`src/include/mmu_params.svh`:
```
// MMU width and table size macros: logical address, page index, PPN, protect bits, table depths
`ifndef MMU_PARAMS_SVH
`define MMU_PARAMS_SVH

// Logical address and IDB word width
`define MMU_LA_W      16

// Page index taken from the top of the logical address
`define MMU_PAGE_W    6

// Physical page number and protect field widths
`define MMU_PPN_W     14
`define MMU_PROT_W    7

// Page table has one entry per logical page
`define MMU_PT_DEPTH   (1 << `MMU_PAGE_W)

// Cache inhibit map has one bit per physical page
`define MMU_CHIM_DEPTH (1 << `MMU_PPN_W)

`endif
```
`src/mmu_pkg.sv`:
```
// MMU package: page table entry type, access kind enum, entry word layout functions
`include "mmu_params.svh"

package mmu_pkg;

    // One page table entry, protect bits above the page number
    typedef struct packed {
        logic [`MMU_PROT_W-1:0] prot;
        logic [`MMU_PPN_W-1:0]  ppn;
    } pte_t;

    // Decoded kind of one access strobe
    typedef enum logic [2:0] {
        ACC_XLATE     = 3'd0, // Page table supplies the PPN
        ACC_PHYS      = 3'd1, // Logical page passed through
        ACC_SHADOW_RD = 3'd2,
        ACC_SHADOW_WR = 3'd3,
        ACC_CHIM_WR   = 3'd4  // Cache inhibit map write
    } acc_kind_t;

    // Upper IDB word: protect bits on top, rest reads zero
    function automatic logic [`MMU_LA_W-1:0] pte_hi_word(pte_t e);
        return {e.prot, {(`MMU_LA_W - `MMU_PROT_W){1'b0}}};
    endfunction

    // Lower IDB word: page number in the low bits, top bits zero
    function automatic logic [`MMU_LA_W-1:0] pte_lo_word(pte_t e);
        return {{(`MMU_LA_W - `MMU_PPN_W){1'b0}}, e.ppn};
    endfunction

endpackage

```
`src/mmu_ctl_if.sv`:
```
// MMU enable bundle: eight active-low enables from the control decode to the datapath
`timescale 1ns/1ps

interface mmu_ctl_if (
    input logic clk               // Only used by checks on the control side
);
    logic ecd_n;                  // Disable cache
    logic lapa_n;                 // Logical page onto PPN bus
    logic eipur_n;                // Mask protect bits on REX shadow write
    logic eipu_n;                 // IDB to upper entry word
    logic eipl_n;                 // IDB to lower entry word
    logic epti_n;                 // Entry word onto IDB
    logic epmap_n;                // Page table PPN onto PPN bus
    logic ept_n;                  // Page table output enable

    modport ctl (
        input  clk,
        output ecd_n, lapa_n, eipur_n, eipu_n, eipl_n, epti_n, epmap_n, ept_n
    );

    modport dp (
        input  ecd_n, lapa_n, eipur_n, eipu_n, eipl_n, epti_n, epmap_n, ept_n
    );

endinterface

```
`src/mmu_ctl.sv`:
```
// MMU control decode: PAL sum-of-products enables, access kind and enable checks
`timescale 1ns/1ps

module mmu_ctl (
    input  logic   ca0,
    input  logic   write,
    input  logic   dvacc,
    input  logic   rt,
    input  logic   wchim,
    input  logic   double,
    input  logic   emcl,
    input  logic   cc2,
    input  logic   wca,
    input  logic   lshadow,
    input  logic   acc,
    mmu_ctl_if.ctl ctl
);
    import mmu_pkg::*;

    // Low-true forms as the PAL sees them
    logic wchim_n;
    logic double_n;
    logic emcl_n;
    logic cc2_n;
    logic dvacc_n;
    logic ca0_n;
    logic write_n;
    logic lshadow_n;
    acc_kind_t kind;

    assign wchim_n   = ~wchim;
    assign double_n  = ~double;
    assign emcl_n    = ~emcl;
    assign cc2_n     = ~cc2;
    assign dvacc_n   = ~dvacc;
    assign ca0_n     = ~ca0;
    assign write_n   = ~write;
    assign lshadow_n = ~lshadow;

    // rt and wca enter the equations high-true, so they need no inversion
    assign ctl.ecd_n   = ~((wca & lshadow) |                // Shadow data kept out of cache
                           (rt & lshadow_n & cc2_n));       // Cache write path
    assign ctl.lapa_n  = ~(dvacc & lshadow_n & wchim_n);    // Virtual accesses off

    assign ctl.eipur_n = ~(double_n & lshadow & write);     // REX write drops protect bits

    assign ctl.eipu_n  = ~(wchim |                          // Page to inhibit from IDB
                           (double & lshadow & ca0) |
                           (double & lshadow & write));     // SEX full entry write
    assign ctl.eipl_n  = ~(wchim |
                           (double & lshadow & ca0) |
                           (double & lshadow & write));

    // Held off while emcl owns the IDB
    assign ctl.epti_n  = ~((lshadow & emcl_n & write) |
                           (lshadow & emcl_n & double_n) |
                           (lshadow & emcl_n & ca0_n));

    assign ctl.epmap_n = ~((wchim_n & dvacc_n & write_n) |
                           (wchim_n & dvacc_n & lshadow_n) |
                           (wchim_n & dvacc_n & double_n) |
                           (wchim_n & dvacc_n & ca0) |
                           (wchim_n & lshadow & write_n) |
                           (wchim_n & lshadow & double_n) |
                           (wchim_n & lshadow & ca0));

    assign ctl.ept_n   = ~((write_n & emcl_n) |
                           (lshadow_n & emcl_n) |
                           (double_n & emcl_n) |
                           (ca0_n & emcl_n));

    // Access kind, inhibit write first, then shadow, then pass-through
    always_comb begin
        if (wchim) begin
            kind = ACC_CHIM_WR;
        end else if (lshadow) begin
            kind = write ? ACC_SHADOW_WR : ACC_SHADOW_RD;
        end else if (dvacc) begin
            kind = ACC_PHYS;
        end else begin
            kind = ACC_XLATE;
        end
    end

    // Only one source may drive the PPN bus
    a_ppn_src_excl: assert property (@(posedge ctl.clk)
        acc |-> (ctl.lapa_n || ctl.epmap_n));

    // Microcode raises emcl on shadow writes, so the table never drives the IDB being written
    a_shw_no_ept: assert property (@(posedge ctl.clk)
        acc && (kind == ACC_SHADOW_WR) |-> (ctl.eipu_n || ctl.ept_n));

    a_chim_no_lapa: assert property (@(posedge ctl.clk)
        acc && (kind == ACC_CHIM_WR) |-> ctl.lapa_n);   // Inhibit map takes the PPN bus

endmodule

```
`src/flat_wrapper.sv`:
```
// flat-port wrapper written by rule: the top's interface ports become plain ports
module mmu_ctl_flat import mmu_pkg::*;
  (ca0, write, dvacc, rt, wchim, double, emcl, cc2, wca, lshadow, acc, clk, ctl_ecd_n, ctl_lapa_n, ctl_eipur_n, ctl_eipu_n, ctl_eipl_n, ctl_epti_n, ctl_epmap_n, ctl_ept_n);
  mmu_ctl_if ctl_i (.clk(clk));
  input  logic ca0;
  input  logic write;
  input  logic dvacc;
  input  logic rt;
  input  logic wchim;
  input  logic double;
  input  logic emcl;
  input  logic cc2;
  input  logic wca;
  input  logic lshadow;
  input  logic acc;
  input wire logic clk;
  output wire logic [$bits(ctl_i.ecd_n)-1:0] ctl_ecd_n;
  output wire logic [$bits(ctl_i.lapa_n)-1:0] ctl_lapa_n;
  output wire logic [$bits(ctl_i.eipur_n)-1:0] ctl_eipur_n;
  output wire logic [$bits(ctl_i.eipu_n)-1:0] ctl_eipu_n;
  output wire logic [$bits(ctl_i.eipl_n)-1:0] ctl_eipl_n;
  output wire logic [$bits(ctl_i.epti_n)-1:0] ctl_epti_n;
  output wire logic [$bits(ctl_i.epmap_n)-1:0] ctl_epmap_n;
  output wire logic [$bits(ctl_i.ept_n)-1:0] ctl_ept_n;
  assign ctl_ecd_n = ctl_i.ecd_n;
  assign ctl_lapa_n = ctl_i.lapa_n;
  assign ctl_eipur_n = ctl_i.eipur_n;
  assign ctl_eipu_n = ctl_i.eipu_n;
  assign ctl_eipl_n = ctl_i.eipl_n;
  assign ctl_epti_n = ctl_i.epti_n;
  assign ctl_epmap_n = ctl_i.epmap_n;
  assign ctl_ept_n = ctl_i.ept_n;
  mmu_ctl u_core (.ca0(ca0), .write(write), .dvacc(dvacc), .rt(rt), .wchim(wchim), .double(double), .emcl(emcl), .cc2(cc2), .wca(wca), .lshadow(lshadow), .acc(acc), .ctl(ctl_i));
endmodule
```
`config.mk`:
```
export PLATFORM = sky130hd
export DESIGN_NAME = mmu_ctl_flat
export DESIGN_NICKNAME = d
export VERILOG_FILES = /design/src/mmu_pkg.sv /design/src/mmu_ctl_if.sv /design/src/mmu_ctl.sv /design/src/flat_wrapper.sv
export VERILOG_INCLUDE_DIRS = /design/src /design/src/include
export SDC_FILE = /design/constraint.sdc
export NUM_CORES = 1
export LEC_CHECK = 0
export ABC_CLOCK_PERIOD_IN_PS = 1200
export BUFFER_PORTS_ARGS = -buffer_cell sky130_fd_sc_hd__buf_2
export CAP_MARGIN = 20
export CELL_PAD_IN_SITES_DETAIL_PLACEMENT = 0
export CELL_PAD_IN_SITES_GLOBAL_PLACEMENT = 1
export CORE_AREA = 2 2 39 41
export DETAILED_ROUTE_END_ITERATION = 10
export DIE_AREA = 0 0 41 43
export GPL_TIMING_DRIVEN = 0
export PLACE_DENSITY_LB_ADDON = 0.1
export SYNTH_ARGS = -nofsm -noshare
export SYNTH_HDL_FRONTEND = slang
export SYNTH_SLANG_ARGS = --single-unit
export TNS_END_PERCENT = 100
```
`constraint.sdc`:
```
create_clock -name vclk -period 1.2
set_input_delay 0.12 -clock vclk [all_inputs]
set_output_delay 0.12 -clock vclk [all_outputs]
set_load 0.005 [all_outputs]
```
==> results of run 1 <==
[layer usage]
layer	routed length, um	part of all wire
met1	192	0.45
met2	160	0.38
met3	69	0.16
met4	0	0
met5	0	0
[stage by stage]
| step | setup WS, ns | area (um2) |
|---|---|---|
| after detailed placement | 0.0900 | 206 |
| after floorplan | 0.310 | 96.3 |
| final | 0.0804 | 206 |
| after global placement | 0.108 | 206 |
| after CTS | 0.0900 | 206 |
| after global routing | 0.0568 | 206 |
[cells by family (layout without fill, tap and decap cells)]
kind of cell | Yosys count | count (layout) | synth area share
AND/OR/NAND/NOR | 5 | 5 | 0.325
buffers and inverters | 4 | 22 | 0.195
AO/OA/AOI/OAI | 5 | 5 | 0.481
[layout by cell type (no fill, tap or decap)]
master,instances
a311o_2,1
nor2_1,1
a31oi_1,1
a22oi_1,1
a211o_2,1
buf_2,18
nand3_1,1
inv_2,1
a41o_2,1
or2_2,1
or3_1,1
and4b_1,1
inv_1,2
buf_4,1
[report_power, final]
part / switching, mW / internal (mW)
Clock: 0 / 0
Sequential: 0 / 0
Combinational: 0.0281 / 0.0359
Total: 0.0281 / 0.0359
[final cells by class]
cell class | instances | share of cell area
timing repair buffer | 18 | 0.436
multi-input combinational | 10 | 0.376
tap | 16 | 0.0970
inverter | 3 | 0.0545
buffer | 1 | 0.0364
[how the worst min path moves through the flow]
stage / start / end / slack [ns] / cells after the start
2_1_floorplan: wchim / ctl_eipl_n / 0.28 / 1
3_3_place_gp: rt / ctl_ecd_n / 0.48 / 3
3_5_place_dp: rt / ctl_ecd_n / 0.49 / 3
4_1_cts: rt / ctl_ecd_n / 0.49 / 3
5_1_grt: rt / ctl_ecd_n / 0.50 / 3
6_report: rt / ctl_ecd_n / 0.49 / 3
==> results.md, run 1 <==
* Worst-case headroom to the max-slew limit at 0.849
* Cell Pwr Density at 310 mW/mm2
* Max frequency at 893 MHz
* Cells taking the most area after synthesis: a311o_2, a41o_2, a211o_2, and4b_1, a22oi_1
* Fill count at 178
* Leading cell type by number of instances after synthesis: inv_1
* Antenna Violating Nets Remaining at 0
* Detail-routed via count per cell at 3.67
* Via Count at 176
* Drt wl/cell at 8.81 um
* Post-synth top area cell: a311o_2
* Hold bufs inserted after CTS at 0
* Critical path depth in cells at 5
* Data required time at the worst endpoint at 1.08 ns
* GR Overflow Total at 0
* Final total negative setup slack at 0 ns
* Min Hold Slack at 0.490 ns
* Synthesized instance count at 14
* Effective utilization at floorplan at 0.0696
* Setup violation total in the final timing report at 0
* Post-Route WL at 423 um
* Die boundary height at 43 um
* Cell Area, Synth at 96.3 um2
* Critical path's slowest cell: or2_2
* Tot Pwr at 64.0 uW
* Post-synthesis cell type count at 13
* Slew of the pin with the lowest slew margin at 0.226 ns
* Fin crit period at 1.12 ns
* Overall die area at 0.00176 mm2
* Resize count post-CTS at 0
* Via count of the first global-routing pass at 151
* Global-route wire length before repair at 641 um
* Placeable Area at 0.00138 mm2
* Number of sequential cells in the layout at 0
* Number of setup buffers added after CTS at 0
* DP Cell Count at 48
* Cells along the critical path: buf_2, or2_2, a31oi_1, buf_4, buf_2
* Outcome: completed
* Number of hold violations in the final report at 0
* DR DRC count at 0
* Overall track demand over capacity in global routing at 0.0480
* Crit share post-route at 0.933
* Post-Synthesis Net Count at 26
* Largest delay share family, worst path: buffers and inverters
* Synth Warn # at 0
* Share of post-route cells with drive strength above 1 at 0.750
* Area share of the largest cell type after synthesis at 0.117
* Max stage delay on crit path at 0.28 ns
* Ports placed on the boundary at 20
* Top Usage Layer GRT: met2
* # rows at 14
* Number of buffers added on ports at 18
* Leakage dissipation at 0.115 nW
* Worst Hold Class: primary input to output pin
* Critical Path Most Common Cell: buf_2
* Startpoint of the worst setup timing path: write
* # nets final at 46
* End point of the critical path: ctl_eipu_n
* Die width at 41 um
* Number of buffers and inverters on the critical path at 3
* Register area share after synthesis at 0
* Area used by multi-input combinational logic at 77.6 um2
* Post-synthesis area per instance at 6.88 um2
* Met3 capacity usage during global routing at 0
* Count of clock-net buffers in the final layout at 0
* First-pass iteration count of the detailed router at 2
* Maximum fanout count along the critical path at 4
* DRC marker count from the first detailed-route iteration at 2
* RePlAce Congestion at 0.565
* Met1 Resource Use GR at 0.0728
* Met2 Track Usage GR at 0.0781
* Max-cap viol count at 0
* Layout overhead on the synthesized area at 114%
* Ant. Diodes at 0
* Finished Core Util at 0.149
* Initial antenna violation count at 0
* CP endpoint kind: output pin
* Startpoint kind of the worst setup timing path: primary input
* Seq. cell area at 0 um2
* Final non-filler cell total at 48
* Arr. time, crit path at 1.00 ns
* Final Max Tran Viols at 0
* Largest net degree at the start of global routing at 7
* IR Drop Worst-Case VDD at 0.0746 mV
* Setup repair after global routing missed its margin: no
* Category of the most critical setup path: primary input to output pin
(Power assumes the default switching activity.)
==> inputs of run 2 (changes only) <==
--- a/config.mk
+++ b/config.mk
@@ -15,7 +15,7 @@
 export DETAILED_ROUTE_END_ITERATION = 10
 export DIE_AREA = 0 0 41 43
 export GPL_TIMING_DRIVEN = 0
-export PLACE_DENSITY_LB_ADDON = 0.1
+export PLACE_DENSITY_LB_ADDON = 0.25
 export SYNTH_ARGS = -nofsm -noshare
 export SYNTH_HDL_FRONTEND = slang
 export SYNTH_SLANG_ARGS = --single-unit
==> results.md, run 2 (synthesis gave the netlist of run 1 again) <==
* Final total negative setup slack at 0 ns (unchanged)
* Effective utilization at floorplan at 0.0696 (unchanged)
* Initial antenna violation count at 0 (unchanged)
* Final Cell Area at 206 um2 (unchanged)
* CP endpoint kind: output pin (unchanged)
* Max stage delay on crit path at 0.29 ns (was 0.28 ns)
* Antenna Violating Nets Remaining at 0 (unchanged)
* IR Drop Worst-Case VDD at 0.0964 mV (was 0.0746 mV)
* GR Overflow Total at 0 (unchanged)
* Cell Pwr Density at 311 mW/mm2 (was 310 mW/mm2)
* Die boundary height at 43 um (unchanged)
* Data required time at the worst endpoint at 1.08 ns (about the same)
* Cells along the critical path: buf_2, or2_2, a31oi_1, buf_4, buf_2 (unchanged)
* Global-route wire length before repair at 655 um (was 641 um)
* Overall die area at 0.00176 mm2 (unchanged)
* Outcome: completed (unchanged)
* Post-Route WL at 453 um (was 423 um)
* Detail-routed via count per cell at 3.75 (was 3.67)
* Count of clock-net buffers in the final layout at 0 (unchanged)
* Critical path's slowest cell: or2_2 (unchanged)
* Via count of the first global-routing pass at 183 (was 151)
* Final Max Tran Viols at 0 (unchanged)
* Worst Hold Class: primary input to output pin (unchanged)
* Number of setup buffers added after CTS at 0 (unchanged)
* Category of the most critical setup path: primary input to output pin (unchanged)
* Critical Path Most Common Cell: buf_2 (unchanged)
* Ant. Diodes at 0 (unchanged)
* Fill count at 162 (was 178)
* Max-cap viol count at 0 (unchanged)
* DP Area at 206 um2 (unchanged)
* Die width at 41 um (unchanged)
* Ports placed on the boundary at 20 (unchanged)
* Placeable Area at 0.00138 mm2 (unchanged)
* Number of sequential cells in the layout at 0 (unchanged)
* Largest delay share family, worst path: buffers and inverters (unchanged)
* Minimum setup slack in the final design at 0.113 ns (was 0.0804 ns)
* Via Count at 180 (was 176)
* Most common cell after layout, fill and taps aside: buf_2 (unchanged)
* DR DRC count at 0 (unchanged)
* Max frequency at 920 MHz (was 893 MHz)
* Drt wl/cell at 9.44 um (was 8.81 um)
* Seq. cell area at 0 um2 (unchanged)
* Layout overhead on the synthesized area at 114% (unchanged)
* Share of post-route cells with drive strength above 1 at 0.750 (unchanged)
* Hold bufs inserted after CTS at 0 (unchanged)
* Worst slack, placed at 0.0963 ns (was 0.0900 ns)
* Number of buffers and inverters on the critical path at 3 (unchanged)
* Commonest cells after routing, fill and taps aside: buf_2, inv_1 (unchanged)
* Setup violation total in the final timing report at 0 (unchanged)
* # nets final at 46 (unchanged)
* Setup repair after global routing missed its margin: no (unchanged)
* Slew of the pin with the lowest slew margin at 0.195 ns (was 0.226 ns)
* Startpoint kind of the worst setup timing path: primary input (unchanged)
* DP HPWL at 417 um
* First-pass iteration count of the detailed router at 4 (was 2)
* Fin crit period at 1.09 ns (was 1.12 ns)
* Crit share post-route at 0.906 (was 0.933)
* Worst-case headroom to the max-slew limit at 0.869 (was 0.849)
* Tot Pwr at 64.2 uW (was 64.0 uW)
* Area used by multi-input combinational logic at 77.6 um2 (unchanged)
* Resize count post-CTS at 0 (unchanged)
* DRC marker count from the first detailed-route iteration at 4 (was 2)
* Number of buffers added on ports at 18 (unchanged)
* Overall track demand over capacity in global routing at 0.0500 (was 0.0480)
* Maximum fanout count along the critical path at 4 (unchanged)
* Number of hold violations in the final report at 0 (unchanged)
* Arr. time, crit path at 0.97 ns (was 1.00 ns)
* RePlAce Congestion at 0.584 (was 0.565)
* Largest net degree at the start of global routing at 7 (unchanged)
* Leakage dissipation at 0.115 nW (unchanged)
* # rows at 14 (unchanged)
-- run 2: cell counts in the layout (fill, tap and decap cells not counted) --
Identical to the previous run, type by type.
-- run 2: where the power goes --
part / switching, mW / leakage [nW] / total (mW) / internal, mW
Sequential: 0 / 0 / 0 / 0
Combinational: 0.0282 / 0.115 / 0.0642 / 0.0360
Clock: 0 / 0 / 0 / 0
-- run 2: routing by layer --
layer,wire (um),vias up,global-route usage,share of wire
li1,-,90,-,-
met1,237,72,0.0759,0.52
met2,113,18,0.0656,0.25
met3,102,0,0.0262,0.23
met4,0,0,0,0
met5,0,-,0,0
-- run 2: layout make-up --
cell class                      count  share of cell area
Buffer                              1              0.0364
Inverter                            3              0.0545
Multi-Input combinational cell     10               0.376
Tap cell                           16              0.0970
Timing Repair Buffer               18               0.436
-- run 2: per-stage QoR --
| step | std cells | util | hold slack [ns] |
|---|---|---|---|
| after floorplan | 14 | - | 0.275 |
| after global placement | 48 | 0.149 | 0.494 |
| after detailed placement | 48 | 0.149 | 0.498 |
| after CTS | 48 | 0.149 | 0.498 |
| after global routing | 48 | 0.149 | 0.514 |
| final | 48 | 0.149 | 0.492 |
-- run 2: worst paths after layout --
kind / from / endpoint / slack [ns] / depth (start not counted)
max: write / ctl_eipu_n / 0.11 / 5
min: rt / ctl_ecd_n / 0.49 / 3
